==> src/source/amo_macros.svh <==
// AMO engine shared parameters
// Data and address widths, APB register map, memory window and read latency
`ifndef AMO_MACROS_SVH
`define AMO_MACROS_SVH

// Word width and memory word-address width, 16 words in total
`define AMO_DATA_W      32
`define AMO_ADDR_W      4

// Cycles from read strobe to valid read data, legal range 1 to 8
`define AMO_MEM_RD_LAT  2
// Width of the latency timer, wide enough for AMO_MEM_RD_LAT - 1
`define AMO_TIMER_W     3

// APB address width and register byte offsets
`define AMO_PADDR_W     12
`define AMO_REG_ADDR    'h00
`define AMO_REG_OPERAND 'h04
`define AMO_REG_CMD     'h08
`define AMO_REG_RESULT  'h0C
`define AMO_REG_STATUS  'h10

// Direct memory window, one APB word per memory word
`define AMO_WIN_BASE    'h100
`define AMO_WIN_WORDS   16

`endif

==> src/source/amo_wait_timer.sv <==
// Memory latency timer
// Counts the read latency down after a load and flags the last wait cycle
`timescale 1ns/1ps
`default_nettype none

`include "amo_macros.svh"

module amo_wait_timer (
    input  logic clk,
    input  logic arst_n,
    input  logic timer_load,
    output logic expired
);

    localparam logic [`AMO_TIMER_W-1:0] load_val = `AMO_TIMER_W'(`AMO_MEM_RD_LAT - 1);

    logic [`AMO_TIMER_W-1:0] count;
    logic                    running;

    always_ff @(posedge clk or negedge arst_n) begin
        if (!arst_n) begin
            count   <= '0;
            running <= 1'b0;
        end else if (timer_load) begin
            count   <= load_val;
            running <= 1'b1;
        end else if (running) begin
            // Stop once the zero cycle has been seen
            if (count == '0) begin
                running <= 1'b0;
            end else begin
                count <= count - 1'b1;
            end
        end
    end

    assign expired = running && (count == '0);

    // Expiry lands exactly one latency after the load that started it
    expire_load_chk: assert property (@(posedge clk) disable iff (!arst_n)
        $rose(expired) |-> $past(timer_load, `AMO_MEM_RD_LAT));

endmodule

`default_nettype wire

==> config.mk <==
export PLATFORM = sky130hd
export DESIGN_NAME = amo_wait_timer
export DESIGN_NICKNAME = d
export VERILOG_FILES = /design/src/source/amo_wait_timer.sv
export VERILOG_INCLUDE_DIRS = /design/src /design/src/source
export SDC_FILE = /design/constraint.sdc
export NUM_CORES = 1
export LEC_CHECK = 0
export ABC_AREA = 1
export BUFFER_PORTS_ARGS = -buffer_cell sky130_fd_sc_hd__clkbuf_2
export CORE_AREA = 5 5 42 44
export DETAILED_ROUTE_END_ITERATION = 7
export DIE_AREA = 0 0 47 49
export PLACE_DENSITY = 0.34
export SYNTH_ARGS = -nofsm -noshare
export SYNTH_HDL_FRONTEND = slang
export SYNTH_SLANG_ARGS = --single-unit
==> constraint.sdc <==
create_clock -name clk -period 1 [get_ports clk]
set_input_delay 0.1 -clock clk [delete_from_list [all_inputs] [get_ports clk]]
set_output_delay 0.1 -clock clk [all_outputs]
set_load 0.02 [all_outputs]
Word-level counts from Yosys, hierarchy flattened
Cells that the tools add are included.
Word-level totals
  flip-flop bits (word level): 4
  input bits: 3
  output and inout bits: 1
  logic and storage cells: 14
Cells by class
  $add $sub $neg: 1
  eq/ne operators: 1
  muxes and demuxes: 6
  reductions and logical operators: 4
Operators with widths (count)
  $mux 3: 3
  $logic_not 3->1: 1
  $mux 1: 3
  $sub 3x1->3 const B: 1
  $ne 2x2->1 const B: 1
  $reduce_and 2->1: 1
  $reduce_bool 2->1: 1
  $logic_and 1x1->1: 1

Longest topological paths before layout
Gate-level depths: netlist of the first run.
  depth after elaboration: 4
  mapped depth: 7
  depth with buffers taken out: 7

Least setup slack after synthesis of the first run
OpenSTA, ideal clock, no wires.
  kind: flip-flop to flip-flop
  start point: register count[0]
  end point: register count[0]
  library setup time: 0.126 ns
  data arrival time: 1.006 ns
  setup slack: -0.133 ns
  stages on the path, launching flop included: 8
  buffers on the path: 0
  clock period less this slack: 1.133 ns
  path through: dfrtp_1 -> inv_1 -> ha_1 -> ha_1 -> inv_1 -> nand2_2 -> nand2_1 -> nand3_1
Between the ends
  cells in the longest elaborated chain, start to end: 4
  elaborated cells on any way between the ends: 7
  classes of those cells: add/sub (1); eq/ne (1); mux (3); reduce/logical (2)
Ends and longest elaborated chain
  start, declared: line amo_wait_timer.sv:17  | logic [`AMO_TIMER_W-1:0] count;
  start signal, assigned: line amo_wait_timer.sv:25  | count <= load_val;
  start signal, assigned: line amo_wait_timer.sv:32  | count <= count - 1'b1;
  $sub 3x1->3: line amo_wait_timer.sv:32
  $mux 3: line amo_wait_timer.sv:29  | if (count == '0) begin
  $mux 3: line amo_wait_timer.sv:27  | end else if (running) begin
  $mux 3: line amo_wait_timer.sv:24  | end else if (timer_load) begin
Parallel ways exist; a longest one is shown, timed or not. The select of a mux whose other input is x is not followed.
A chain may end at the register's enable or synchronous reset.

Worst setup path after layout of the first run
  start point: register count[0]
  end point: output expired
Between the ends
  cells in the longest elaborated chain, start to end: 2
Ends and longest elaborated chain
  $logic_not 3->1: line amo_wait_timer.sv:37  | assign expired = running && (count == '0);
  $logic_and 1x1->1: line amo_wait_timer.sv:37
  end, declared: line amo_wait_timer.sv:12  | output logic expired
No other way between the ends.

==> results of run 1 <==
[cell type report]
| cell class | instances | area [sq um] | area share (%) |
|---|---|---|---|
| multi-input combinational | 18 | 148 | 39.2 |
| timing repair buffer | 7 | 57.6 | 15.3 |
| tap | 16 | 20.0 | 5.32 |
| clock buffer | 3 | 22.5 | 5.98 |
| inverter | 7 | 28.8 | 7.64 |
| sequential | 4 | 100 | 26.6 |
[power by group through the flow]
stage	sequential [uW]	clock, uW	combinational [uW]
3_5_place_dp	291	0	480
6_report	310	191	766
4_1_cts	295	207	636
5_1_grt	322	210	862
2_1_floorplan	280	0	383
3_3_place_gp	292	0	480
[synth_stat cells (all sizes together)]
library cell	instances	share of area (%)
inv	7	12
dfrtp	4	45
nor2	2	3.4
nand3	6	14
ha	2	11
nand2	8	15
[final timing paths]
check                                          start                    to  slack [ns]  depth (start not counted)
worst min-delay path                      timer_load  count[1]$_DFFE_PN0P_        0.17                          4
min in group asynchronous                     arst_n  count[1]$_DFFE_PN0P_        0.20                          2
worst max register to register  count[0]$_DFFE_PN0P_  count[0]$_DFFE_PN0P_       -0.23                          8
worst max-delay path            count[0]$_DFFE_PN0P_               expired       -0.26                          6
max in group asynchronous                     arst_n  count[2]$_DFFE_PN0P_        0.68                          2
worst min register to register  count[2]$_DFFE_PN0P_  count[2]$_DFFE_PN0P_        0.51                          2
[routing by layer]
metal / vias to the layer above / share of wire, %
met1: 83 / 39
li1: 108 / -
met3: 0 / 7.4
met5: - / 0
met4: 0 / 0
met2: 4 / 53
[registers in the layout, summed over array words and instances, names as in the netlist]
signal   count
count        3
running      1
[logic make-up after synthesis]
family,count (synthesis),synth area share (%)
flops,4,45.2
fa+ha+maj,2,11.3
simple gates,16,31.6
buf+inv,7,11.9
[critical path: cells and delay by family (launching register included)]
| kind | cells | cell delay, ns |
|---|---|---|
| flops | 1 | 0.35 |
| fa+ha+maj | 2 | 0.31 |
| buf+inv | 3 | 0.22 |
| simple gates | 1 | 0.05 |
[stage by stage]
stage | utilization [%] | TNS (ns) | std cells | hold slack, ns
2_1_floorplan | - | -0.123 | 29 | -0.196
3_3_place_gp | 19.4 | -0.541 | 48 | -0.0910
3_5_place_dp | 19.4 | -0.509 | 48 | -0.0911
4_1_cts | 24.6 | -1.13 | 54 | 0.162
5_1_grt | 26.9 | -1.31 | 55 | 0.181
6_report | 26.9 | -1.02 | 55 | 0.166
[what timing repair did]
action / CTS / global route
pin swaps: 2 / 3
hold endpoints to repair: 4 / 0
hold buffers: 1 / 0
setup buffers: 2 / 1
gates resized for setup: 6 / 8
setup endpoints to repair: 5 / 5
==> implementation parameters, run 1 <==
Parameter                              Value

Floorplanning
  Horiz. Die Dim ... roughly 47 um
  Height of the chip ... ~50 um
  Core Box Area ... between 0.001 and 0.0015 sq mm
  Area enclosed by the die boundary ... roughly 0.0023 sq mm
  Initial core utilization ... between 10% and 20%
  Count of pins on the block boundary ... 4
  # rows ... 14

Route
  Average wire per standard cell ... between 8 and 9 um
  Sum of routed wire length over all layers ... 461 um
  Vias per inst ... about 3.5
  Via Count ... about 200
  Detailed router's first-iteration violation count ... 0
  Antenna violation net count after detailed routing ... 0
  Residual DRC ... 0
  Number of iterations in the first detailed-routing pass ... 1

STA
  Measured slew at the worst slew-check pin ... about 0.24 ns
  Remaining max-slew budget at the tightest pin ... a little over four fifths
  Final min period ... 1.26 ns
  Setup clock skew after layout ... roughly 0.0013 ns
  Setup WS post-layout ... -0.258 ns
  Timing-limited maximum frequency ... roughly 0.8 GHz
  RSZ-0062 raised after global routing ... yes
  Setup violators final ... 5
  Final-report max-slew violation count ... 0
  Total count of hold-check failures in the final report ... 0
  Tcrit/Tclk final ... 126%

Pwr
  Power spent charging and discharging nets ... roughly 500 uW
  P_int ... around 750 uW
  Switching Fraction ... 40.5%
  Register share of total power ... between 20% and 30%
  PnR Total Power ... between 1000 and 1500 uW
  Total leakage power ... between 0.00015 and 0.0002 uW
  Combinational fraction of design power ... 60.4%
  Clock share of power ... between 15 and 20%
  Max VDD drop ... about 0.90 mV
  Power density over cell area ... between 3000 and 4000 mW/mm^2

Cells and area
  Count of nets after finishing ... 46
  Number of inserted diodes ... 0
  Final-layout fill cell count ... approximately 160
  Synth-to-layout area growth ... 70.1%
  Share of post-route cells with drive strength above 1 ... a little under three fifths
  Commonest cells after routing, fill and taps aside ... 4 x nand2_1, 4 x dfrtp_1
  Post-Layout Inst Area ... between 300 and 400 sq um

Status
  Outcome ... complete, but fails checks
  Violations in the final reports ... setup timing

GRT
  Maximum number of pins on one net before global-route repair ... 7
  Antenna violations before repair ... 0
  Routing usage on met3 ... 1.48%
  Number of global-route vias before repair ... slightly below 200
  First-pass GRT wire length ... a little over 700 um
  Global routing's busiest layer ... met1
  Total overflow reported by the global router ... 0
  Met2 capacity usage during global routing ... 5.43%
  Met1 Use GR ... 5.79%
  Global router's overall resource usage ... 4.67%

Logic synthesis
  Synthesized area divided by synthesized cell count ... between 7 and 8 sq um
  Netlist Area Pre-Place ... about 220 sq um
  Post-synthesis cell count ... 29
  Register area share after synthesis ... ~45%
  Total of flip-flops plus latches after synthesis ... 4
  Number of library cell types mapped by synthesis ... 7
  Yosys warns ... 0
  Total nets after synthesis ... 34

Worst setup path
  Worst Setup Path Type ... register to output pin
  Longest individual stage delay on the worst path ... approximately 0.35 ns
  Crit-path cells ... inv_2, ha_4, ha_4, nand2_2, inv_2, buf_8
  CP Data Required Time ... 0.90 ns
  Type of element capturing the critical path ... output pin
  Worst Path Arrival ... 1.16 ns
  Largest fanout on the critical path ... 2
  Highest-delay cell along the critical path ... dfrtp_1
  Type of element launching the critical path ... register

Clocking
  Buffer depth of the longest clock path ... 2
  CTS sink count ... 4
  H-tree Lvls ... 1
  CTS root buf ... clkbuf_4
  Clock buffers created by TritonCTS ... 3
  Later-pin clock latency in the skew report ... around 0.23 ns
  CTS clock-pin slew for the worst setup and hold paths ... around 0.040 ns
  Clock tree from TritonCTS ... yes

Placed design
  Worst slack at placement ... -0.118 ns
  Final Wtd Congestion ... approximately 0.61
  Post-place instance area ... 272 sq um
  Count of buffers inserted at the top-level ports ... 3

Job
  Number of max-cap violations ... 0

Hold path
  Type of the most critical hold path ... input port to register
(Power assumes the default switching activity.)
==> run 2, diff against run 1 <==
--- a/config.mk
+++ b/config.mk
@@ -6,12 +6,11 @@
 export SDC_FILE = /design/constraint.sdc
 export NUM_CORES = 1
 export LEC_CHECK = 0
-export ABC_AREA = 1
 export BUFFER_PORTS_ARGS = -buffer_cell sky130_fd_sc_hd__clkbuf_2
 export CORE_AREA = 5 5 42 44
 export DETAILED_ROUTE_END_ITERATION = 7
 export DIE_AREA = 0 0 47 49
-export PLACE_DENSITY = 0.34
+export PLACE_DENSITY = 0.33
 export SYNTH_ARGS = -nofsm -noshare
 export SYNTH_HDL_FRONTEND = slang
 export SYNTH_SLANG_ARGS = --single-unit
==> run 2 against run 1 <==
Compared with the run above:
- the flow still finishes with violations (setup timing)
- clock skew hardly changed
- core utilization is 0.54 points lower
- power is 11% lower
- fmax is 13% lower
- synthesized cell count is 34% lower
- die area stayed put
- critical path type is now register to register
==> implementation parameters, run 2 <==
Parameter                              Value

Job
  Number of max-cap violations ... 0 (unchanged)

Clocking
  Clock buffers created by TritonCTS ... 3 (unchanged)
  Buffer depth of the longest clock path ... 2 (unchanged)
  H-tree Lvls ... 1 (unchanged)
  CTS sink count ... 4 (unchanged)
  Clock tree from TritonCTS ... yes
  Later-pin clock latency in the skew report ... 0.23 ns (about the same)
  CTS clock-pin slew for the worst setup and hold paths ... 0.04 ns (about the same)
  CTS root buf ... clkbuf_4

Pwr
  Total leakage power ... 0.000176 uW (-5.2%)
  Max VDD drop ... 0.869 mV (-3.9%)
  PnR Total Power ... 1130 uW (-11%)
  Power density over cell area ... 3050 mW/mm^2 (-9.4%)

Worst setup path
  CP Data Required Time ... 1.13 ns (+0.23 ns)
  Largest fanout on the critical path ... 2 (unchanged)
  Worst Setup Path Type ... register to register
  Worst Path Arrival ... 1.58 ns (+0.42 ns)
  R2R depth ... 5 (-3)
  Type of element capturing the critical path ... register
  Type of element launching the critical path ... register

Cells and area
  Most flops, register ... count
  Largest register FFs ... 3 (unchanged)
  Synth-to-layout area growth ... 73.5%
  Area of the multi-input gates ... 135 sq um (-8.5%)
  Count of nets after finishing ... 39 (-15%)
  Final-layout fill cell count ... 164 (+3.1%)
  Sequential Area ... 100 sq um (unchanged)
  Share of post-route cells with drive strength above 1 ... 59.4% (+3.0 points)
  Largest registers ... count (3), running (1)
  Number of inserted diodes ... 0 (unchanged)
  Commonest cells after routing, fill and taps aside ... 6 x buf_4, 4 x dfrtp_1, 3 x inv_1, 3 x clkbuf_4, 2 x clkbuf_2
  Leading cell type in the layout, fill and taps excluded ... buf_4

Hold path
  Type of the most critical hold path ... input port to register
  Depth of the worst hold-timing path ... 2 (-2)

GRT
  Number of global-route vias before repair ... 188 (-3.1%)
  Antenna violations before repair ... 0 (unchanged)
  Total overflow reported by the global router ... 0 (unchanged)
  Routing usage on met3 ... 2.21% (+0.74 points)
  Maximum number of pins on one net before global-route repair ... 6 (-1)
  Met2 capacity usage during global routing ... 5.88% (+0.45 points)
  Global routing's busiest layer ... met2
  First-pass GRT wire length ... 731 um (+0.97%)
  Met1 Use GR ... 5.09% (-0.70 points)
  Global router's overall resource usage ... 4.73% (+0.061 points)

Logic synthesis
  Most frequently used cell type in the post-synthesis netlist ... dfrtp_1
  Number of enable flip-flop cells after synthesis ... 0 (unchanged)
  Most area-hungry cell type in the Yosys netlist ... dfrtp_1
  Most frequent cells after synthesis ... 4 x dfrtp_1, 3 x inv_1, 2 x ha_1, 2 x o31ai_1, 2 x or4b_1
  Total nets after synthesis ... 24 (-29%)
  Most used flip-flop cell after synthesis ... dfrtp_1
  Fraction of synthesis flops using an asynchronous set or reset pin ... 100% (unchanged)
  Post-synthesis cell count ... 19 (-34%)
  Number of library cell types mapped by synthesis ... 11 (+4)
  Total of flip-flops plus latches after synthesis ... 4 (unchanged)
  Netlist Area Pre-Place ... 213 sq um (-4.0%)
  Synth area leaders ... dfrtp_1 47%, ha_1 12%, or4b_1 9.4%
  Register area share after synthesis ... 47.1% (+1.9 points)
  Yosys warns ... 0 (unchanged)
  Synthesized area divided by synthesized cell count ... 11.2 sq um (+47%)
  Proportion of netlist area held by the largest area contributor ... 47.1% (+1.9 points)

STA
  Total count of hold-check failures in the final report ... 0 (unchanged)
  Final-report max-slew violation count ... 0 (unchanged)
  Remaining max-slew budget at the tightest pin ... 87.0% (+2.7 points)
  Setup clock skew after layout ... 0.00150 ns (+0.000160 ns)
  Setup WS post-layout ... -0.444 ns (-0.186 ns)
  Tcrit/Tclk final ... 144% (+19 points)
  Setup violators final ... 5 (unchanged)
  Timing-limited maximum frequency ... 0.692 GHz (-13%)
  Final min period ... 1.44 ns (+0.186 ns)
  RSZ-0062 raised after global routing ... yes
  Worst hold slack after final layout ... 0.128 ns (-0.0372 ns)
  Measured slew at the worst slew-check pin ... 0.194 ns (-0.0426 ns)

Route
  Vias per inst ... 3.58 (+1.1%)
  Residual DRC ... 0 (unchanged)
  Antenna violation net count after detailed routing ... 0 (unchanged)
  Average wire per standard cell ... 8.31 um (-0.83%)
  Sum of routed wire length over all layers ... 399 um (-13%)
  Detailed router's first-iteration violation count ... 1 (+1)
  Via Count ... 172 (-12%)
  Number of iterations in the first detailed-routing pass ... 2 (+1)

Floorplanning
  Horiz. Die Dim ... 47 um (unchanged)
  # rows ... 14 (unchanged)
  Count of pins on the block boundary ... 4 (unchanged)
  Initial core utilization ... 15.2% (-0.62 points)
  Height of the chip ... 49 um (unchanged)
  Core Box Area ... 0.00140 sq mm (unchanged)
  Area enclosed by the die boundary ... 0.00230 sq mm (unchanged)

Status
  Violations in the final reports ... setup timing
  Outcome ... complete, but fails checks

Placed design
  HPWL after detailed placement ... 325 um
  Final Wtd Congestion ... 0.631 (+3.9%)
  Count of buffers inserted at the top-level ports ... 3 (unchanged)
-- run 2: cell count changes in the layout (fill, tap and decap cells not counted), sizes merged, moves of 2 or more --
cell,previous run,this run
o31ai,0,2
or4b,0,2
buf,4,7
inv,7,3
nand3,6,0
nand2,8,0
-- run 2: through the flow --
stage	TNS [ns]	worst slack, ns	util, %	instance area [sq um]	std cells
floorplan	-0.917	-0.387	-	238	19
global placement	-1.26	-0.415	22.1	310	43
detailed placement	-1.28	-0.437	22.1	310	43
CTS	-1.54	-0.451	25.1	352	47
global route	-1.80	-0.499	26.3	369	48
finish	-1.52	-0.444	26.3	369	48
-- run 2: final cells by class --
cell class                      instances  area share, %
Timing Repair Buffer                   10           21.7
Clock buffer                            3           6.10
Sequential cell                         4           27.1
Tap cell                               16           5.42
Multi-Input combinational cell         12           36.6
Inverter                                3           3.05
-- run 2: repair_timing --
item	4_1_cts	5_1_grt
setup endpoints to repair	5	5
resized for setup	2	3
pin swaps	1	2
hold buffers	1	0
setup buffers	0	1
endpoints found under the hold margin	4	0
-- run 2: power breakdown --
group	switching, uW	leakage (uW)	total, uW	internal (uW)
logic	267	0.000115	675	408
registers	25.0	0.0000472	255	230
clock network	62.3	0.0000138	196	134
-- run 2: per-layer routing --
layer	routed length, um	part of all wire, %
met5	0	0
met4	0	0
met3	25	6.3
met2	202	51
met1	171	43
-- run 2: worst paths after layout --
kind / startpoint / slack [ns] / endpoint
max in group asynchronous: arst_n / 0.66 / count[2]$_DFFE_PN0P_
min reg2reg: count[1]$_DFFE_PN0P_ / 0.61 / count[1]$_DFFE_PN0P_
min: timer_load / 0.13 / count[2]$_DFFE_PN0P_
max reg2reg: count[0]$_DFFE_PN0P_ / -0.44 / count[2]$_DFFE_PN0P_
min in group asynchronous: arst_n / 0.21 / count[0]$_DFFE_PN0P_
max: count[0]$_DFFE_PN0P_ / -0.44 / count[2]$_DFFE_PN0P_
-- run 2: logic make-up after synthesis --
| kind of cell | share of synthesized area [%] |
|---|---|
| muxes | 4.71 |
| DFF | 47.1 |
| and+or+nand+nor | 24.1 |
| buffers and inverters | 5.29 |
| AOI/OAI and AO/OA | 7.06 |
| adders and majority gates | 11.8 |
-- run 2: critical path: stages, from the launching register on --
cell	delay (ns)
dfrtp_1	0.37
inv_1	0.06
ha_2	0.18
ha_4	0.19
or4b_1	0.46
o31ai_1	0.08
